--- src/hdl/PipePkg.sv ---
// Shared codes, widths and the memory word layout of the execute and memory stages
package PipePkg;

    ////////////////////
    // ALU operations
    ////////////////////
    localparam int AluOpW = 4;

    localparam logic [AluOpW-1:0] AluAdd  = 4'd0;
    localparam logic [AluOpW-1:0] AluAddu = 4'd1;
    localparam logic [AluOpW-1:0] AluSub  = 4'd2;
    localparam logic [AluOpW-1:0] AluSubu = 4'd3;
    localparam logic [AluOpW-1:0] AluAnd  = 4'd4;
    localparam logic [AluOpW-1:0] AluOr   = 4'd5;
    localparam logic [AluOpW-1:0] AluXor  = 4'd6;
    localparam logic [AluOpW-1:0] AluNor  = 4'd7;
    localparam logic [AluOpW-1:0] AluSlt  = 4'd8;
    localparam logic [AluOpW-1:0] AluSltu = 4'd9;
    localparam logic [AluOpW-1:0] AluSll  = 4'd10;
    localparam logic [AluOpW-1:0] AluSrl  = 4'd11;
    localparam logic [AluOpW-1:0] AluSra  = 4'd12;
    localparam logic [AluOpW-1:0] AluLui  = 4'd13;

    ////////////////////
    // Memory operations
    ////////////////////
    localparam logic [2:0] LoadNone = 3'd0;
    localparam logic [2:0] LoadB    = 3'd1; // Signed byte
    localparam logic [2:0] LoadBu   = 3'd2;
    localparam logic [2:0] LoadH    = 3'd3; // Signed halfword
    localparam logic [2:0] LoadHu   = 3'd4;
    localparam logic [2:0] LoadW    = 3'd5;

    localparam logic [1:0] StoreNone = 2'd0;
    localparam logic [1:0] StoreB    = 2'd1;
    localparam logic [1:0] StoreH    = 2'd2;
    localparam logic [1:0] StoreW    = 2'd3;

    localparam logic [1:0] ExcNone     = 2'd0;
    localparam logic [1:0] ExcOverflow = 2'd1;
    localparam logic [1:0] ExcAdEL     = 2'd2; // Address error on load
    localparam logic [1:0] ExcAdES     = 2'd3; // Address error on store

    typedef union packed {
        logic [3:0][7:0]  bytes;
        logic [1:0][15:0] halves;
    } MemWord;

endpackage

--- src/hdl/ExeMemReg.sv ---
// Execute to memory pipeline register with flush, hold and a valid bit
`timescale 1ns/10ps

module ExeMemReg import PipePkg::*; (
    input  logic        clk,
    input  logic        rst,
    input  logic        flush,
    input  logic        advance,
    input  logic        exeValid,
    input  logic [31:0] aluOut,
    input  logic [1:0]  exeExc,
    input  logic [31:0] storeData,
    input  logic [4:0]  dst,
    input  logic        regWr,
    input  logic [2:0]  loadType,
    input  logic [1:0]  storeType,
    input  logic [31:0] pc,
    output logic        memValid,
    output logic [31:0] memAluOut,
    output logic [31:0] memStoreData,
    output logic [4:0]  memDst,
    output logic        memRegWr,
    output logic [2:0]  memLoadType,
    output logic [1:0]  memStoreType,
    output logic [31:0] memPc,
    output logic [1:0]  memExc
);

    always_ff @(posedge clk, negedge rst) begin
        if (!rst) begin
            memValid     <= 1'b0;
            memAluOut    <= 32'b0;
            memStoreData <= 32'b0;
            memDst       <= 5'b0;
            memRegWr     <= 1'b0;
            memLoadType  <= LoadNone;
            memStoreType <= StoreNone;
            memPc        <= 32'b0;
            memExc       <= ExcNone;
        end else if (flush) begin // Turns the stage into a bubble, wins over advance
            memValid     <= 1'b0;
            memAluOut    <= 32'b0;
            memStoreData <= 32'b0;
            memDst       <= 5'b0;
            memRegWr     <= 1'b0;
            memLoadType  <= LoadNone;
            memStoreType <= StoreNone;
            memPc        <= 32'b0;
            memExc       <= ExcNone;
        end else if (advance) begin
            memValid     <= exeValid;
            memAluOut    <= aluOut;
            memStoreData <= storeData;
            memDst       <= dst;
            memRegWr     <= regWr;
            memLoadType  <= loadType;
            memStoreType <= storeType;
            memPc        <= pc;
            memExc       <= exeExc;
        end
    end

    // An instruction is a load, a store, or neither
    aLoadStoreExclusive: assert property (@(posedge clk) disable iff (!rst)
        memValid |-> !(memLoadType != LoadNone && memStoreType != StoreNone))
        else $error("ExeMemReg holds a load and a store in one instruction");

endmodule

--- config.mk ---
export PLATFORM = sky130hd
export DESIGN_NAME = ExeMemReg
export DESIGN_NICKNAME = d
export VERILOG_FILES = /design/src/hdl/PipePkg.sv /design/src/hdl/ExeMemReg.sv
export SDC_FILE = /design/constraint.sdc
export NUM_CORES = 1
export LEC_CHECK = 0
export ABC_CLOCK_PERIOD_IN_PS = 1050
export BUFFER_PORTS_ARGS = -buffer_cell sky130_fd_sc_hd__buf_2
export CAP_MARGIN = 30
export CORE_MARGIN = 10
export CORE_UTILIZATION = 30
export DETAILED_ROUTE_END_ITERATION = 10
export GPL_ROUTABILITY_DRIVEN = 0
export GPL_TIMING_DRIVEN = 1
export PLACE_DENSITY_LB_ADDON = 0.1
export SLEW_MARGIN = 5
export SYNTH_ARGS = -nofsm -noshare
export SYNTH_HDL_FRONTEND = slang
export SYNTH_SLANG_ARGS = --single-unit
--- constraint.sdc ---
create_clock -name clk -period 1.05 [get_ports clk]
set_input_delay 0.21 -clock clk [delete_from_list [all_inputs] [get_ports clk]]
set_output_delay 0.21 -clock clk [all_outputs]
set_load 0.05 [all_outputs]
==> results.tsv <==
metric	value	unit
status	complete, but fails checks	
violations	setup timing	
netlist_area	4550	µm²
ys_seq_area_share	60.5	%
finalCriticalPeriod	1.15	ns
drc	0	
cts_made_buffers	9	
slowest_stage	dfrtp_1	
die_h	143	µm
initial_utilization	30.9	%
vdd_drop_max	0.635	mV
overflow	0	
die-area	20500	µm²
fin_util	47.3	%
cts-root-buf	clkbuf_16	
routed_wl	14.0	mm
path_clk_slew	0.07	ns
die_w	143	µm
syn_nets	468	
setup_viol	110	
n_fill_cell	1389	
crit_path_end_kind	output pin	
h-tree-depth	3	
ys_ff_latch	110	
crit_required	0.84	ns
netlist_instances	354	
drive_above_1_share	45.0	%
wl_per_cell	17.7	µm
critPathLaunch	memDst[2]	
fin_nets	714	
grt_pass1_wl	21.5	mm
worst-setup-path-type	reg2out	
synth.largest_area_cell	dfrtp_1	
grt_max_degree	50	
rsz0062_at_grt	yes	
clock_path_buffers	2	
vias_per_cell	4.43	
leakagePower	3.78	nW
drt_iter0_drc	152	
start_kind	flop	
worstPathCellList	buf_6	
drv_cap	0	
power	10.4	mW
cellPowerDensity	1490	nW/µm²
setup_slack	-0.0960	ns
vias	3496	
synth_top_cells_by_count	110 x dfrtp_1, 110 x mux2i_1, 110 x nor2_1	
worstPathArrival	0.94	ns
cts_tree	yes	
syn_to_final_growth	52.9	%
fmax	873	MHz
dr.pass1.iters	4	
min_from	dst[1]	
post-dp-hpwl	10.3	mm
post-route-period-util	109	%
cts_sinks	110	
hold_viol	0	
path_buf_inv	1	
ys.warnings.count	0	
ys_types	8	
ios	224	
tightest_slew	0.261	ns
rows	44	
syn_area_per_cell	12.8	µm²
slew_headroom	82.6	%
maxSlewViolCount	0	
hold_path.class	in2reg	
synth.area.top_cells	dfrtp_1 61%, mux2i_1 24%, nor2_1 9.1%	
n_antenna_cell	0	
reg2reg_from	memPc[18]	
hold-worst-slack	0.0997	ns
clock_latency	0.34	ns
max_stage_delay	0.42	ns
async_flop_share	100	%
synth_edf_count	0	
antenna_found_initial	0	
grt_pass1_vias	3915	
critPathTopFamily	flip-flops	
core_area	14700	µm²
regArea	2750	µm²
antenna_left	0	
synth_top_area_share	60.5	%
synth_flop_cell	dfrtp_1	
grt_usage	13.4	%
worstPathMaxFanout	2	
multi_input_area	1510	µm²
skew	0	ns
portBuffers	223	
[logic make-up (layout without fill, tap and decap cells)]
logic type,count (synthesis),count (layout),share of synthesized area (%)
AND/OR/NAND/NOR,110,110,9.08
buffers and inverters,24,275,6.16
flip-flops,110,110,60.5
multiplexers,110,110,24.2
[routing by layer]
| metal | wire (µm) | global-route usage (%) | vias to the layer above |
|---|---|---|---|
| li1 | - | - | 1659 |
| met2 | 6900 | 21.7 | 136 |
| met1 | 5380 | 15.1 | 1691 |
| met5 | 0 | 0 | - |
| met4 | 136 | 3.64 | 0 |
| met3 | 1590 | 7.13 | 10 |
[final cells by class]
class / count / area share, %
repair buffers: 259 / 31.3
flip-flops and latches: 110 / 39.6
well taps: 184 / 3.31
clock buffers: 13 / 3.74
multi-input cells: 220 / 21.8
clock inverters: 3 / 0.270
[power by group]
group	internal (mW)	switching, mW
sequential	4.47	0.184
clock	1.74	1.54
combinational	0.973	1.48
[stage by stage]
| stage | setup WS (ns) | instances | cell area (µm²) | setup TNS (ns) |
|---|---|---|---|---|
| 2_1_floorplan | 0.143 | 354 | 4550 | 0 |
| 3_3_place_gp | 0.0208 | 753 | 5830 | 0 |
| 5_1_grt | -0.121 | 789 | 6950 | -10.69 |
| 3_5_place_dp | 0.0129 | 753 | 5830 | 0 |
| 6_report | -0.0960 | 789 | 6950 | -6.78 |
| 4_1_cts | -0.106 | 774 | 6840 | -8.81 |
[sequential cells by signal (all words and copies together), names as in the netlist]
register and count:
memLoadType 3, memAluOut 32, memStoreData 32, memPc 32, memStoreType 2, memExc 2, memValid 1, memRegWr 1
memDst 5
[what timing repair did]
| item | CTS | global route |
|---|---|---|
| setup endpoints to repair | 110 | 110 |
| resized for setup | 220 | 0 |
| hold buffers | 1 | 0 |
| setup buffers | 4 | 15 |
| hold endpoints to repair | 67 | 0 |
[final timing paths]
kind	slack (ns)	endpoint	cells past startpoint
max in group asynchronous	0.29	memStoreData[25]	3
max reg2reg	0.09	memPc[18]	4
min	0.1	memDst[1]	3
min reg2reg	0.54	memStoreData[24]	2
max	-0.1	memDst[2]	1
min in group asynchronous	0.25	memDst[3]	2
[cell usage in the layout, fill, tap and decap left out]
cell type	Yosys	final
clkbuf_16	0	9
clkbuf_1	2	2
clkinv_2	0	2
nor2_1	110	110
mux2i_1	110	110
buf_6	0	111
clkbuf_8	0	2
dlygate4sd3_1	0	1
dfrtp_1	110	110
buf_12	10	7
buf_2	10	110
buf_4	1	30
clkinv_4	0	1
Note: power is estimated with default switching activity, not from simulation.
