[src/hdl/PipePkg.sv]
// Shared codes, widths and the memory word layout of the execute and memory stages
package PipePkg;

    ////////////////////
    // ALU operations
    ////////////////////
    localparam int AluOpW = 4;

    localparam logic [AluOpW-1:0] AluAdd  = 4'd0;
    localparam logic [AluOpW-1:0] AluAddu = 4'd1;
    localparam logic [AluOpW-1:0] AluSub  = 4'd2;
    localparam logic [AluOpW-1:0] AluSubu = 4'd3;
    localparam logic [AluOpW-1:0] AluAnd  = 4'd4;
    localparam logic [AluOpW-1:0] AluOr   = 4'd5;
    localparam logic [AluOpW-1:0] AluXor  = 4'd6;
    localparam logic [AluOpW-1:0] AluNor  = 4'd7;
    localparam logic [AluOpW-1:0] AluSlt  = 4'd8;
    localparam logic [AluOpW-1:0] AluSltu = 4'd9;
    localparam logic [AluOpW-1:0] AluSll  = 4'd10;
    localparam logic [AluOpW-1:0] AluSrl  = 4'd11;
    localparam logic [AluOpW-1:0] AluSra  = 4'd12;
    localparam logic [AluOpW-1:0] AluLui  = 4'd13;

    ////////////////////
    // Memory operations
    ////////////////////
    localparam logic [2:0] LoadNone = 3'd0;
    localparam logic [2:0] LoadB    = 3'd1; // Signed byte
    localparam logic [2:0] LoadBu   = 3'd2;
    localparam logic [2:0] LoadH    = 3'd3; // Signed halfword
    localparam logic [2:0] LoadHu   = 3'd4;
    localparam logic [2:0] LoadW    = 3'd5;

    localparam logic [1:0] StoreNone = 2'd0;
    localparam logic [1:0] StoreB    = 2'd1;
    localparam logic [1:0] StoreH    = 2'd2;
    localparam logic [1:0] StoreW    = 2'd3;

    localparam logic [1:0] ExcNone     = 2'd0;
    localparam logic [1:0] ExcOverflow = 2'd1;
    localparam logic [1:0] ExcAdEL     = 2'd2; // Address error on load
    localparam logic [1:0] ExcAdES     = 2'd3; // Address error on store

    typedef union packed {
        logic [3:0][7:0]  bytes;
        logic [1:0][15:0] halves;
    } MemWord;

endpackage

[src/hdl/MemWbReg.sv]
// Memory to writeback pipeline register with writeback data selection
`timescale 1ns/10ps

module MemWbReg import PipePkg::*; (
    input  logic        clk,
    input  logic        rst,
    input  logic        advance,
    input  logic        memValid,
    input  logic        memRegWr,
    input  logic [4:0]  memDst,
    input  logic [31:0] memPc,
    input  logic [2:0]  memLoadType,
    input  logic [31:0] memAluOut,
    input  logic [31:0] loadData,
    input  logic [1:0]  accExc,
    output logic        wbValid,
    output logic        wbRegWr,
    output logic [4:0]  wbDst,
    output logic [31:0] wbData,
    output logic [31:0] wbPc,
    output logic [1:0]  wbExc,
    output logic [31:0] wbBadAddr
);

    always_ff @(posedge clk, negedge rst) begin
        if (!rst) begin
            wbValid   <= 1'b0;
            wbRegWr   <= 1'b0;
            wbDst     <= 5'b0;
            wbData    <= 32'b0;
            wbPc      <= 32'b0;
            wbExc     <= ExcNone;
            wbBadAddr <= 32'b0;
        end else if (advance) begin
            wbValid   <= memValid;
            wbRegWr   <= memValid && memRegWr && accExc == ExcNone; // Exceptions kill the write
            wbDst     <= memDst;
            wbData    <= (memLoadType != LoadNone) ? loadData : memAluOut;
            wbPc      <= memPc;
            wbExc     <= accExc;
            wbBadAddr <= memAluOut;
        end
    end

endmodule

[config.mk]
export PLATFORM = sky130hd
export DESIGN_NAME = MemWbReg
export DESIGN_NICKNAME = d
export VERILOG_FILES = /design/src/hdl/PipePkg.sv /design/src/hdl/MemWbReg.sv
export SDC_FILE = /design/constraint.sdc
export NUM_CORES = 1
export LEC_CHECK = 0
export ABC_CLOCK_PERIOD_IN_PS = 900
export BUFFER_PORTS_ARGS = -buffer_cell sky130_fd_sc_hd__clkbuf_2
export CAP_MARGIN = 40
export CELL_PAD_IN_SITES_DETAIL_PLACEMENT = 1
export CELL_PAD_IN_SITES_GLOBAL_PLACEMENT = 1
export CORE_UTILIZATION = 34
export DETAILED_ROUTE_END_ITERATION = 12
export GPL_TIMING_DRIVEN = 0
export PLACE_DENSITY = 0.77
export SYNTH_ARGS = -nofsm -noshare
export SYNTH_HDL_FRONTEND = slang
export SYNTH_SLANG_ARGS = --single-unit
[constraint.sdc]
create_clock -name clk -period 0.9 [get_ports clk]
set_input_delay 0.09 -clock clk [delete_from_list [all_inputs] [get_ports clk]]
set_output_delay 0.09 -clock clk [all_outputs]
set_load 0.05 [all_outputs]
==> out/results.ini <==
[run]
cap_violations=0

[critical_path]
reg2regPathDepth=4
crit_path_start_kind=flop
crit_buf_inv=1
crit_family=flip-flops
crit_cells=1
path_class=flop to output pin
worstPathMaxFanout=2
crit_chain=buf_8
reg2reg_to=wbBadAddr[20]
max_stage_delay_ps=430
required_ps=810
cp-end-kind=output pin
slowest_stage=dfrtp_1
worstPathArrival_ps=960
rrSetupSlack_ps=-70
rr_startpoint=wbBadAddr[20]
critPathLaunch=wbBadAddr[23]
crit_path_end=wbBadAddr[23]

[clock_network]
cts-root-buf=clkbuf_16
clk_pin_slew_ps=80
cts_buffers=9
ctsHoldBuffers=57
cts_sinks=105
htree_levels=3
cts_buffer_depth=2
clk_latency_ps=350
cts_tree=done

[power_and_ir_drop]
p_int_mw=9.72
power-per-cell-area_mw_per_mm2=1830
p_leak_nw=3.80
seqPwrFrac_pct=38.2
p_total_mw=15.0
ir_drop_mv=0.981
clkPwrFrac_pct=27.4
sw_frac_of_total_pct=35.1
switchingPower_mw=5.26
pwr-share-comb_pct=34.4

[synthesis]
synth_top_family_by_area=compound AO/OA/AOI/OAI gates
yosysTopAreaCell=dfrtp_1
synth_area_leaders=dfrtp_1 (60%), mux2_2 (9.9%), o311ai_0 (6.3%), inv_1 (5.4%), o221ai_1 (4.4%)
ys_ff_latch=105
ys_warn_count=0
synthXorXnorAreaFrac_pct=0
synth_top_cell_area_share_pct=59.5
synth-seq-area-share_pct=59.5
synth-simple-area-share_pct=3.09
synth.area.mux_share_pct=10.2
synth_fa_ha_area_share_pct=0
syn-num-nets=484
synthDistinctLibCells=18
synth_cells=373
synth_compound_area_share_pct=18.0
postSynthAreaPerCell_um2=11.8
syn_area_mm2=0.00441

[global_route]
grt_usage_pct=27.9
grt-ovfl-total=0
grt_pass1_vias=4933
grt_max_degree=106
antenna_found_initial=1
grt_pass1_wl_um=27100

[drt]
first_iter_violations=166
firstDrtPassIters=4
antenna_left=0
num_vias=4332
totalWireLength_um=19600
wl_met3_um=939
wl_per_cell_um=22.6
viasPerCell=5.01
highest_layer=met4
dr_wl_met2_um=11100
wirelength_met1_um=6600
drc_errors=0

[placement]
post-dp-hpwl_um=10200
dp_slack_ps=-430
io_buffers=214
placed_cells=759
place.gp.congestion=0.729

[cells_and_area]
area_delta_synth_final_pct=85.0
finish.utilization_pct=64.7
layout-drive-gt1-share_pct=59.4
fill_cells=1299
finalNonFillerCells=865
fin_nets=798

[outcome]
run_status=finished, violations left
violations=hold timing, setup timing

[sta]
finalCriticalPeriod_ps=1050
relSlewSlack_pct=43.0
tightestPinTransition_ps=855
period_share_pct=117
final.setup.worst_slack_ps=-154
whs_ps=-164
hold_viol=105
finalMaxSlewViolations=0
clock.fmax_ghz=0.949
finalClockSkew_ps=0
rsz0062_at_grt=yes
finalSetupViolations=118

[die]
die_width_um=116
rows=41
die_h_um=116
design.core.area_mm2=0.0126
start_util_pct=35.0
dieArea_mm2=0.0134
ios=216

[min_path]
hp-class=primary input to asynchronous set/reset pin

[logic make-up after synthesis]
kind of cell / count (synthesis)
AND/OR/NAND/NOR: 35
flip-flops: 105
multiplexers: 40
buffers and inverters: 96
AO/OA/AOI/OAI: 97
[state kept, by name (all words and copies together) (netlist names)]
register,flops
wbBadAddr,32
wbData,32
wbPc,32
wbDst,5
wbExc,2
wbRegWr,1
wbValid,1
[cells in the mapped netlist (all sizes together)]
master	n
a41o	1
inv	64
buf	15
o221ai	32
nor2b	1
o311ai	32
dfrtp	105
nand2	32
o21ai	32
clkbuf	17
mux2	40
nor2	1
or3	1
[how the worst min path moves through the flow]
stage / start / end / slack [ps] / cells past startpoint
3_5_place_dp: rst / wbPc[26] / 260 / 1
2_1_floorplan: rst / wbBadAddr[0] / -210 / 0
5_1_grt: rst / wbBadAddr[28] / -70 / 1
3_3_place_gp: memDst[2] / wbDst[2] / 320 / 2
4_1_cts: rst / wbPc[29] / -120 / 1
6_report: rst / wbPc[23] / -160 / 1
[timing repair]
action / 4_1_cts / 5_1_grt
endpoints found under the hold margin: 162 / 105
setup buffers: 9 / 25
setup endpoints to repair: 110 / 129
resized for setup: 215 / 154
pin swaps: 0 / 1
[stage by stage]
step | TNS [ps] | area [um^2]
final | -12750 | 8170
after global routing | -15300 | 8170
after CTS | -14030 | 7760
after detailed placement | -17330 | 5890
after global placement | -205440 | 5880
after floorplan | -1510 | 4600
[routing by layer]
layer  global-route usage [%]  vias to the layer above
met5                        0                        -
met4                     16.0                        0
met3                     5.86                       51
met2                     52.4                      172
met1                     28.7                     2167
li1                         -                     1942
[layout make-up]
class	count	area, um^2	area share, %
Inverter	64	240	2.94
Clock buffer	10	239	2.93
Tap cell	172	215	2.63
Clock inverter	6	65.1	0.797
Sequential cell	105	2700	33.0
Timing Repair Buffer	304	2980	36.5
Multi-Input combinational cell	172	1530	18.7
Buffer	31	203	2.48
Antenna cell	1	2.50	0.0306
[power groups by stage]
stage          sequential (mW)  clock (mW)  combinational [mW]
2_1_floorplan             7.23           0               0.798
3_3_place_gp              5.54           0                3.49
3_5_place_dp              5.58           0                3.56
4_1_cts                   5.56        4.13                4.57
5_1_grt                   5.76        4.36                5.36
6_report                  5.72        4.11                5.15
[layout by cell type (no fill, tap or decap), drive strengths merged]
cell / n
o221ai: 32
clkbuf: 138
buf: 150
nor2: 1
nor2b: 1
o21ai: 32
clkinv: 3
clkinvlp: 1
bufinv: 1
or3: 1
nand2: 32
a41o: 1
inv: 65
dlygate4sd3: 57
dfrtp: 105
diode: 1
mux2: 40
o311ai: 32
(Power assumes the default switching activity.)
