**src/hdl/PipePkg.sv**
```systemverilog
// Shared codes, widths and the memory word layout of the execute and memory stages
package PipePkg;

    ////////////////////
    // ALU operations
    ////////////////////
    localparam int AluOpW = 4;

    localparam logic [AluOpW-1:0] AluAdd  = 4'd0;
    localparam logic [AluOpW-1:0] AluAddu = 4'd1;
    localparam logic [AluOpW-1:0] AluSub  = 4'd2;
    localparam logic [AluOpW-1:0] AluSubu = 4'd3;
    localparam logic [AluOpW-1:0] AluAnd  = 4'd4;
    localparam logic [AluOpW-1:0] AluOr   = 4'd5;
    localparam logic [AluOpW-1:0] AluXor  = 4'd6;
    localparam logic [AluOpW-1:0] AluNor  = 4'd7;
    localparam logic [AluOpW-1:0] AluSlt  = 4'd8;
    localparam logic [AluOpW-1:0] AluSltu = 4'd9;
    localparam logic [AluOpW-1:0] AluSll  = 4'd10;
    localparam logic [AluOpW-1:0] AluSrl  = 4'd11;
    localparam logic [AluOpW-1:0] AluSra  = 4'd12;
    localparam logic [AluOpW-1:0] AluLui  = 4'd13;

    ////////////////////
    // Memory operations
    ////////////////////
    localparam logic [2:0] LoadNone = 3'd0;
    localparam logic [2:0] LoadB    = 3'd1; // Signed byte
    localparam logic [2:0] LoadBu   = 3'd2;
    localparam logic [2:0] LoadH    = 3'd3; // Signed halfword
    localparam logic [2:0] LoadHu   = 3'd4;
    localparam logic [2:0] LoadW    = 3'd5;

    localparam logic [1:0] StoreNone = 2'd0;
    localparam logic [1:0] StoreB    = 2'd1;
    localparam logic [1:0] StoreH    = 2'd2;
    localparam logic [1:0] StoreW    = 2'd3;

    localparam logic [1:0] ExcNone     = 2'd0;
    localparam logic [1:0] ExcOverflow = 2'd1;
    localparam logic [1:0] ExcAdEL     = 2'd2; // Address error on load
    localparam logic [1:0] ExcAdES     = 2'd3; // Address error on store

    typedef union packed {
        logic [3:0][7:0]  bytes;
        logic [1:0][15:0] halves;
    } MemWord;

endpackage

```
**src/hdl/MemAccess.sv**
```systemverilog
// Memory stage with store lane placement, address checks and load extension
`timescale 1ns/10ps

module MemAccess import PipePkg::*; #(
    parameter int RamAddrW = 8
) (
    input  logic                advance,
    input  logic                memValid,
    input  logic [31:0]         memAluOut,
    input  logic [31:0]         memStoreData,
    input  logic [2:0]          memLoadType,
    input  logic [1:0]          memStoreType,
    input  logic [1:0]          memExc,
    input  logic [31:0]         ramRData,
    output logic [RamAddrW-1:0] ramAddr,
    output logic                ramWe,
    output logic [3:0]          ramBe,
    output logic [31:0]         ramWData,
    output logic [31:0]         loadData,
    output logic [1:0]          accExc
);

    MemWord     rdWord;
    logic [1:0] lane;
    logic [7:0] rdByte;
    logic [15:0] rdHalf;
    logic       loadMis;
    logic       storeMis;

    assign ramAddr = memAluOut[RamAddrW+1:2]; // Word address
    assign lane    = memAluOut[1:0];

    assign loadMis = ((memLoadType == LoadH || memLoadType == LoadHu) && lane[0])
                     || (memLoadType == LoadW && lane != 2'b00);
    assign storeMis = (memStoreType == StoreH && lane[0])
                      || (memStoreType == StoreW && lane != 2'b00);

    ////////////////////
    // Store path
    ////////////////////
    always_comb begin
        ramBe    = 4'b0000;
        ramWData = memStoreData;
        case (memStoreType)
            StoreB: begin
                ramBe    = 4'b0001 << lane;
                ramWData = {4{memStoreData[7:0]}};
            end
            StoreH: begin
                ramBe    = lane[1] ? 4'b1100 : 4'b0011;
                ramWData = {2{memStoreData[15:0]}};
            end
            StoreW: ramBe = 4'b1111;
            default: ramBe = 4'b0000;
        endcase
    end

    always_comb begin
        accExc = ExcNone;
        if (memExc != ExcNone) begin
            accExc = memExc; // Execute exception wins
        end else if (memValid && loadMis) begin
            accExc = ExcAdEL;
        end else if (memValid && storeMis) begin
            accExc = ExcAdES;
        end
        ramWe = advance && memValid && memStoreType != StoreNone && accExc == ExcNone;
    end

    ////////////////////
    // Load path
    ////////////////////
    assign rdWord = ramRData;
    assign rdByte = rdWord.bytes[lane];
    assign rdHalf = rdWord.halves[lane[1]];

    always_comb begin
        case (memLoadType)
            LoadB:   loadData = {{24{rdByte[7]}}, rdByte};
            LoadBu:  loadData = {24'b0, rdByte};
            LoadH:   loadData = {{16{rdHalf[15]}}, rdHalf};
            LoadHu:  loadData = {16'b0, rdHalf};
            LoadW:   loadData = rdWord;
            default: loadData = 32'b0;
        endcase
    end

endmodule

```
**config.mk**
```make
export PLATFORM = sky130hd
export DESIGN_NAME = MemAccess
export DESIGN_NICKNAME = d
export VERILOG_FILES = /design/src/hdl/PipePkg.sv /design/src/hdl/MemAccess.sv
export SDC_FILE = /design/constraint.sdc
export NUM_CORES = 1
export LEC_CHECK = 0
export ABC_CLOCK_PERIOD_IN_PS = 4000
export BUFFER_PORTS_ARGS = -buffer_cell sky130_fd_sc_hd__buf_4
export CAP_MARGIN = 5
export CORE_AREA = 2 2 71 73
export DETAILED_ROUTE_END_ITERATION = 6
export DIE_AREA = 0 0 73 75
export PLACE_DENSITY = 0.8
export SETUP_SLACK_MARGIN = 0.3
export SYNTH_ARGS = -nofsm -noshare
export SYNTH_HDL_FRONTEND = slang
export SYNTH_SLANG_ARGS = --single-unit
```
**constraint.sdc**
```tcl
create_clock -name vclk -period 4
set_clock_uncertainty 0.1 [all_clocks]
set_input_delay 0.8 -clock vclk [all_inputs]
set_output_delay 0.8 -clock vclk [all_outputs]
set_load 0.005 [all_outputs]
```
==> results of run 1 <==
worst max-delay path, delay by kind of cell:
kind	cells	cell delay, ns
compound gates	1	0.29
mux	1	0.53
buf+inv	2	0.39
simple gates	1	0.20
layout make-up:
| class | instances | share of cell area [%] |
|---|---|---|
| inverter | 25 | 3.792 |
| timing repair buffer | 148 | 44.89 |
| multi-input combinational | 172 | 48.58 |
| tap | 54 | 2.730 |
cell usage after synthesis, types with 5 or more instances:
cell	count	area, sq um
o221ai_1	6	52.55
nand2_1	17	63.81
a21oi_1	15	75.07
o21ai_0	5	25.02
a221o_1	7	70.07
a21o_1	16	120.1
buf_4	19	142.6
o22ai_1	10	62.56
a22o_1	9	78.83
mux2_2	7	78.83
clkbuf_1	8	30.03
nor2_1	22	82.58
inv_1	24	90.09
a22oi_1	10	75.07
buf_2	6	30.03
metrics by stage:
step                      instances  setup WS (ns)
final                           399         0.8761
after global routing            399         0.7323
after CTS                       399         0.8740
after detailed placement        399         0.8567
after global placement          399         0.8774
after floorplan                 231          1.272
worst max-delay path by stage:
| stage | start | endpoint | slack [ns] | depth (start not counted) |
|---|---|---|---|---|
| after CTS | memStoreType[0] | ramWData[18] | 0.87 | 6 |
| after detailed placement | memStoreType[0] | ramWData[18] | 0.86 | 6 |
| after floorplan | memStoreType[0] | ramWData[10] | 1.27 | 6 |
| after global routing | memStoreType[0] | ramWData[21] | 0.73 | 6 |
| after global placement | memAluOut[1] | loadData[10] | 0.88 | 5 |
| final | memAluOut[1] | loadData[10] | 0.88 | 5 |
kinds of logic (layout without fill, tap and decap cells):
group           Yosys count  count (layout)  share of synthesized area, %
simple gates             65              65                         22.29
buf+inv                  59             173                         20.38
fa+ha+maj                 4               4                         3.314
xor+xnor                  1               1                        0.5801
compound gates           91              91                         44.66
mux                      11              11                         8.782
placed cells by master (no fill, tap or decap), types with 2 or more instances in the layout:
cell / count
o21ba_2: 3
nand2b_1: 4
o21ai_0: 5
nor3b_1: 4
a22oi_1: 10
a221o_1: 7
and2b_1: 2
nor2b_1: 4
o22ai_1: 10
a21o_1: 16
nand2_1: 17
mux2_2: 7
and2_1: 3
ha_1: 4
a21oi_1: 15
mux2i_1: 2
o21ai_1: 4
a22o_1: 9
buf_4: 148
inv_1: 24
nor2_1: 22
o221ai_1: 6
power groups by stage:
| stage | sequential (mW) | combinational, mW | clock (mW) |
|---|---|---|---|
| 2_1_floorplan | 0 | 0.161 | 0 |
| 3_3_place_gp | 0 | 0.330 | 0 |
| 3_5_place_dp | 0 | 0.334 | 0 |
| 4_1_cts | 0 | 0.335 | 0 |
| 5_1_grt | 0 | 0.363 | 0 |
| 6_report | 0 | 0.333 | 0 |
metal layers:
| metal | part of all wire [%] | up-vias | track usage (%) |
|---|---|---|---|
| li1 | - | 1045 | - |
| met1 | 38 | 919 | 21.66 |
| met2 | 52 | 111 | 35.44 |
| met3 | 9.3 | 2 | 2.811 |
| met4 | 0.66 | 0 | 1.440 |
| met5 | 0 | - | 0 |
==> key figures, run 1 <==
Power
  • Flop pwr share: 0%
  • Power share of the combinational group: 100.0%
  • PwrDens: between 100 and 150 mW/mm^2
  • Int Power: 190.0 uW
  • Clock power share: 0%
  • Lkg Pwr: between 1 and 1.5 nW
  • Net Sw Power: approximately 140 uW
  • Sw Share: 42.87%
  • Total power: approximately 330 uW
  • Max rail drop VDD: approximately 64 uV

STA
  • Fmax achieved: 320.1 MHz
  • Slew @ Worst Pin: slightly below 0.7 ns
  • Max-slew violations: 0
  • Fin crit period: 3.124 ns
  • Fin Hold WS: around 1.5 ns
  • Tcrit/Tclk final: 78.10%
  • RSZ-0062 raised after global routing: no
  • Worst rel slew slack: a little over half
  • Final count of negative-setup-slack endpoints: 0
  • Setup TNS: 0 ns
  • Final hold vios: 0

Drt
  • Final WL: roughly 5.6 mm
  • Drt drc: 0
  • Detail Route Antenna Nets: 0
  • DR vias: 2077
  • Routed wire per std cell: around 14 um
  • DR vias/cell: 5.206
  • Drt first-iter violations: around 70
  • Detailed Routing Iterations Pass 1: 4

GRT
  • Antenna violations before repair: 0
  • Largest net degree at the start of global routing: 33
  • Vias in the first global route: 1859
  • GRT Overall Usage: 18.18%
  • First-pass GRT wire length: roughly 8.3 mm
  • GRT overflow: 0

Synth
  • Synth cell types: 44
  • Synthesized instance count: between 200 and 250
  • Syn. warnings: 0
  • Synthesized area: 0.001510 sq mm
  • Synthesized net count: 340
  • Mapped Avg Cell Area: 6.538 sq um
  • Post-synthesis sequential area ratio: 0%

Min path
  • Worst Hold Path EP: ramAddr[2]
  • Worst Hold Launch: memAluOut[4]
  • Hold Crit Class: in2out
  • Hold Path Stages: 0

Worst setup path
  • Crit path max fanout: 23
  • Critical Path RT: approximately 3.1 ns
  • CP Class: in2out
  • Critical path arrival: roughly 2.2 ns
  • CP max stage delay: 0.53 ns
  • Cell mode on critical path: buf_4
  • CP max-delay cell: mux4_2
  • Worst Setup End Kind: primary output
  • CP Cell Sequence: buf_4 -> mux4_2 -> nor3b_4 -> a221o_1 -> buf_4
  • CP Launch Type: input pin

Final layout
  • Area Overhead vs Synth: 63.88%
  • Final instance area: 0.002475 sq mm
  • Filler Cell Count: between 400 and 500
  • Final Util: 53.10%
  • Sequential cell area: 0 sq um
  • Layout Nets: approximately 460
  • Diode count: 0
  • Layout cells sized above 1: about 48%
  • Final sequential cell count: 0
  • Multi-input logic area: roughly 0.0012 sq mm
  • Clock buffer count: 0

Placement
  • Gp weighted congestion: around 0.79
  • Placed cell area: approximately 0.0025 sq mm
  • Port bufs: 146
  • DP Wirelength: between 4 and 5 mm

Floorplan
  • Die Area: approximately 0.0055 sq mm
  • Rows: 25
  • DIE WIDTH: between 70 and 80 um
  • Initial Util: between 30% and 40%
  • I/O pin count: between 150 and 200
  • Core ar.: 0.004661 sq mm
  • Die Height: about 75 um

Clock network
  • Resized Gates After CTS: 0
  • Postcts setup bufs: 0
  • Hold Buf Count CTS: 0

Job
  • Max Cap Viol: 0

Status
  • Status: finished, final reports clean
No activity file was read; power rests on OpenSTA's default activity.
==> run 2: changes to the inputs <==
--- a/config.mk
+++ b/config.mk
@@ -5,12 +5,12 @@
 export SDC_FILE = /design/constraint.sdc
 export NUM_CORES = 1
 export LEC_CHECK = 0
-export ABC_CLOCK_PERIOD_IN_PS = 4000
+export ABC_AREA = 1
+export ABC_CLOCK_PERIOD_IN_PS = 2800
 export BUFFER_PORTS_ARGS = -buffer_cell sky130_fd_sc_hd__buf_4
 export CAP_MARGIN = 5
-export CORE_AREA = 2 2 71 73
+export CORE_UTILIZATION = 33
 export DETAILED_ROUTE_END_ITERATION = 6
-export DIE_AREA = 0 0 73 75
 export PLACE_DENSITY = 0.8
 export SETUP_SLACK_MARGIN = 0.3
 export SYNTH_ARGS = -nofsm -noshare
==> constraint.sdc (replaced) <==
create_clock -name vclk -period 2.8
set_clock_uncertainty 0.1 [all_clocks]
set_input_delay 0.56 -clock vclk [all_inputs]
set_output_delay 0.56 -clock vclk [all_outputs]
set_load 0.005 [all_outputs]
==> run 2 against run 1 <==
First-iteration DRC count grew 89%. Combinational power rose by 47%. Critical path depth up 4. Flip-flop and latch count unchanged. Synthesized cell count rose by 39%. Via count rose by 23%. Worst hold slack worse by 0.48 ns. Critical path type unchanged. Critical endpoint is now loadData[31]. Highest routed layer unchanged.
==> key figures, run 2 <==
Synth
  • Synthesized instance count: 321 (+39%)
  • Synthesized area: 0.001715 sq mm (+14%)
  • Count leader, synth: nand2_1
  • Synth top cells by count: nand2_1 (95), inv_1 (61), o21ai_0 (25)
  • Syn. warnings: 0 (unchanged)
  • Mapped Avg Cell Area: 5.344 sq um (-18%)
  • Post-synthesis sequential area ratio: 0% (unchanged)
  • Top post-synthesis cells by area: nand2_1 (21%), inv_1 (13%), nand3_2 (12%), buf_4 (7.4%), o21ai_0 (7.3%)
  • Synthesized net count: 430 (+26%)
  • Yosys top cell area share: 20.79% (+11 points)
  • Synth cell types: 31 (-30%)
  • Area leader, netlist: nand2_1

Power
  • Lkg Pwr: 1.730 nW (+24%)
  • PwrDens: 175.1 mW/mm^2 (+30%)
  • Total power: 487.6 uW (+47%)
  • Max rail drop VDD: 100.8 uV (+56%)

STA
  • Fin crit period: 2.479 ns
  • Worst rel slew slack: 72.81% (+19 points)
  • Setup TNS: 0 ns (unchanged)
  • Final hold vios: 0 (unchanged)
  • Slew @ Worst Pin: 0.4078 ns (-0.2733 ns)
  • Max-slew violations: 0 (unchanged)
  • Final count of negative-setup-slack endpoints: 0 (unchanged)
  • RSZ-0062 raised after global routing: yes
  • Tcrit/Tclk final: between 80 and 90%
  • Setup slack after layout: 0.3208 ns (-0.5554 ns)
  • Fmax achieved: just over 400 MHz

Final layout
  • Clock buffer count: 0 (unchanged)
  • Final sequential cell count: 0 (unchanged)
  • Layout cells sized above 1: 43.15% (-5.0 points)
  • Filler Cell Count: 492 (+4.9%)
  • Diode count: 0 (unchanged)
  • Commonest non-fill, non-tap cells in the layout: buf_4 (152), nand2_1 (95), inv_1 (61), o21ai_0 (25), o22ai_1 (20)
  • Most common library cell in the layout ignoring fill and taps: buf_4
  • Layout Cells excl Fill: 512 (+28%)
  • Sequential cell area: 0 sq um (unchanged)
  • Area Overhead vs Synth: 62.29%
  • Layout Nets: 556 (+22%)

Min path
  • Worst Hold Launch: memAluOut[5]
  • Hold Crit Class: in2out

Drt
  • Drt first-iter violations: 134 (+89%)
  • Detailed Routing Iterations Pass 1: 4 (unchanged)
  • Routed wire per std cell: 13.14 um (-7.1%)
  • DR vias/cell: 4.977 (-4.4%)
  • DR vias: 2548 (+23%)
  • Drt drc: 0 (unchanged)
  • Final WL: 6.730 mm (+19%)
  • Detail Route Antenna Nets: 0 (unchanged)

GRT
  • Antenna violations before repair: 0 (unchanged)
  • GRT overflow: 0 (unchanged)
  • GRT Overall Usage: 22.34% (+4.2 points)
  • Largest net degree at the start of global routing: 33 (unchanged)
  • First-pass GRT wire length: 9.970 mm (+20%)
  • Vias in the first global route: 2272 (+22%)

Placement
  • Pre-CTS setup slack: 0.1997 ns (-0.6570 ns)
  • Port bufs: 146 (unchanged)
  • DP Wirelength: 5.294 mm (+13%)
  • Placed insts: 509 (+28%)
  • Gp weighted congestion: 0.8445 (+6.5%)

Status
  • Status: finished, final reports clean

Floorplan
  • Initial Util: 35.38% (+3.0 points)
  • Rows: 25 (unchanged)
  • Die Area: 0.005491 sq mm (+0.29%)
  • DIE WIDTH: 74.10 um (+1.5%)
  • Core ar.: 0.004848 sq mm (+4.0%)
  • I/O pin count: 184 (unchanged)
  • Die Height: 74.10 um (-1.2%)

Worst setup path
  • Crit path max fanout: 25 (+8.7%)
  • Worst Setup End Kind: primary output
  • Critical Path RT: 2.14 ns (-0.96 ns)
  • Critical path arrival: 1.82 ns (-0.40 ns)
  • CP startpoint: memAluOut[1]
  • CP Launch Type: input pin
  • CP Class: in2out

Job
  • Max Cap Viol: 0 (unchanged)
==> run 2: cell type report <==
| class | instances | area, sq um | area share, % |
|---|---|---|---|
| well taps | 67 | 83.83 | 3.011 |
| multi-input cells | 228 | 1306 | 46.92 |
| repair buffers | 153 | 1152 | 41.39 |
| inverters | 64 | 241.5 | 8.674 |
==> run 2: kinds of logic after synthesis <==
family	count (synthesis)	synth area share (%)
adders and majority gates	4	2.918
buffers and inverters	95	27.35
AOI/OAI and AO/OA	78	27.50
and+or+nand+nor	144	42.23
==> run 2: through the flow <==
step           instance area [sq um]  utilization, %  hold WS, ns
2_1_floorplan                   1715               -        1.101
3_3_place_gp                    2713           55.95        1.020
3_5_place_dp                    2713           55.95        1.020
4_1_cts                         2721           56.13        1.020
5_1_grt                         2784           57.42        1.020
6_report                        2784           57.42        1.020
==> run 2: power breakdown <==
part / total, mW / switching (mW) / internal, mW
clock network: 0 / 0 / 0
registers: 0 / 0 / 0
logic: 0.488 / 0.234 / 0.254
total: 0.488 / 0.234 / 0.254
==> run 2: routing by layer <==
metal	vias to the layer above	part of all wire [%]	track usage (%)
met5	-	0	0
met4	0	0.49	2.350
met3	6	9.7	2.575
met2	131	51	44.24
met1	1132	39	26.09
li1	1279	-	-
==> run 2: worst paths after layout <==
check                 endpoint  slack, ns  cells after the start
setup / recovery  loadData[31]       0.32                      9
hold / removal      ramAddr[3]       1.02                      0
==> run 2: what timing repair did <==
action	in CTS	in global routing
hold buffers	0	0
cloned	0	2
endpoints found under the hold margin	0	0
setup endpoints to repair	25	40
gates resized for setup	1	6
pin swaps	0	2
buffers inserted	0	1
==> run 2: critical path, cell delays in order <==
cell     delay (ns)
buf_6          0.19
inv_2          0.10
nand2_2        0.14
nor2_2         0.05
a21oi_2        0.15
nand3_4        0.19
nand2_8        0.19
nand3_1        0.09
buf_4          0.15
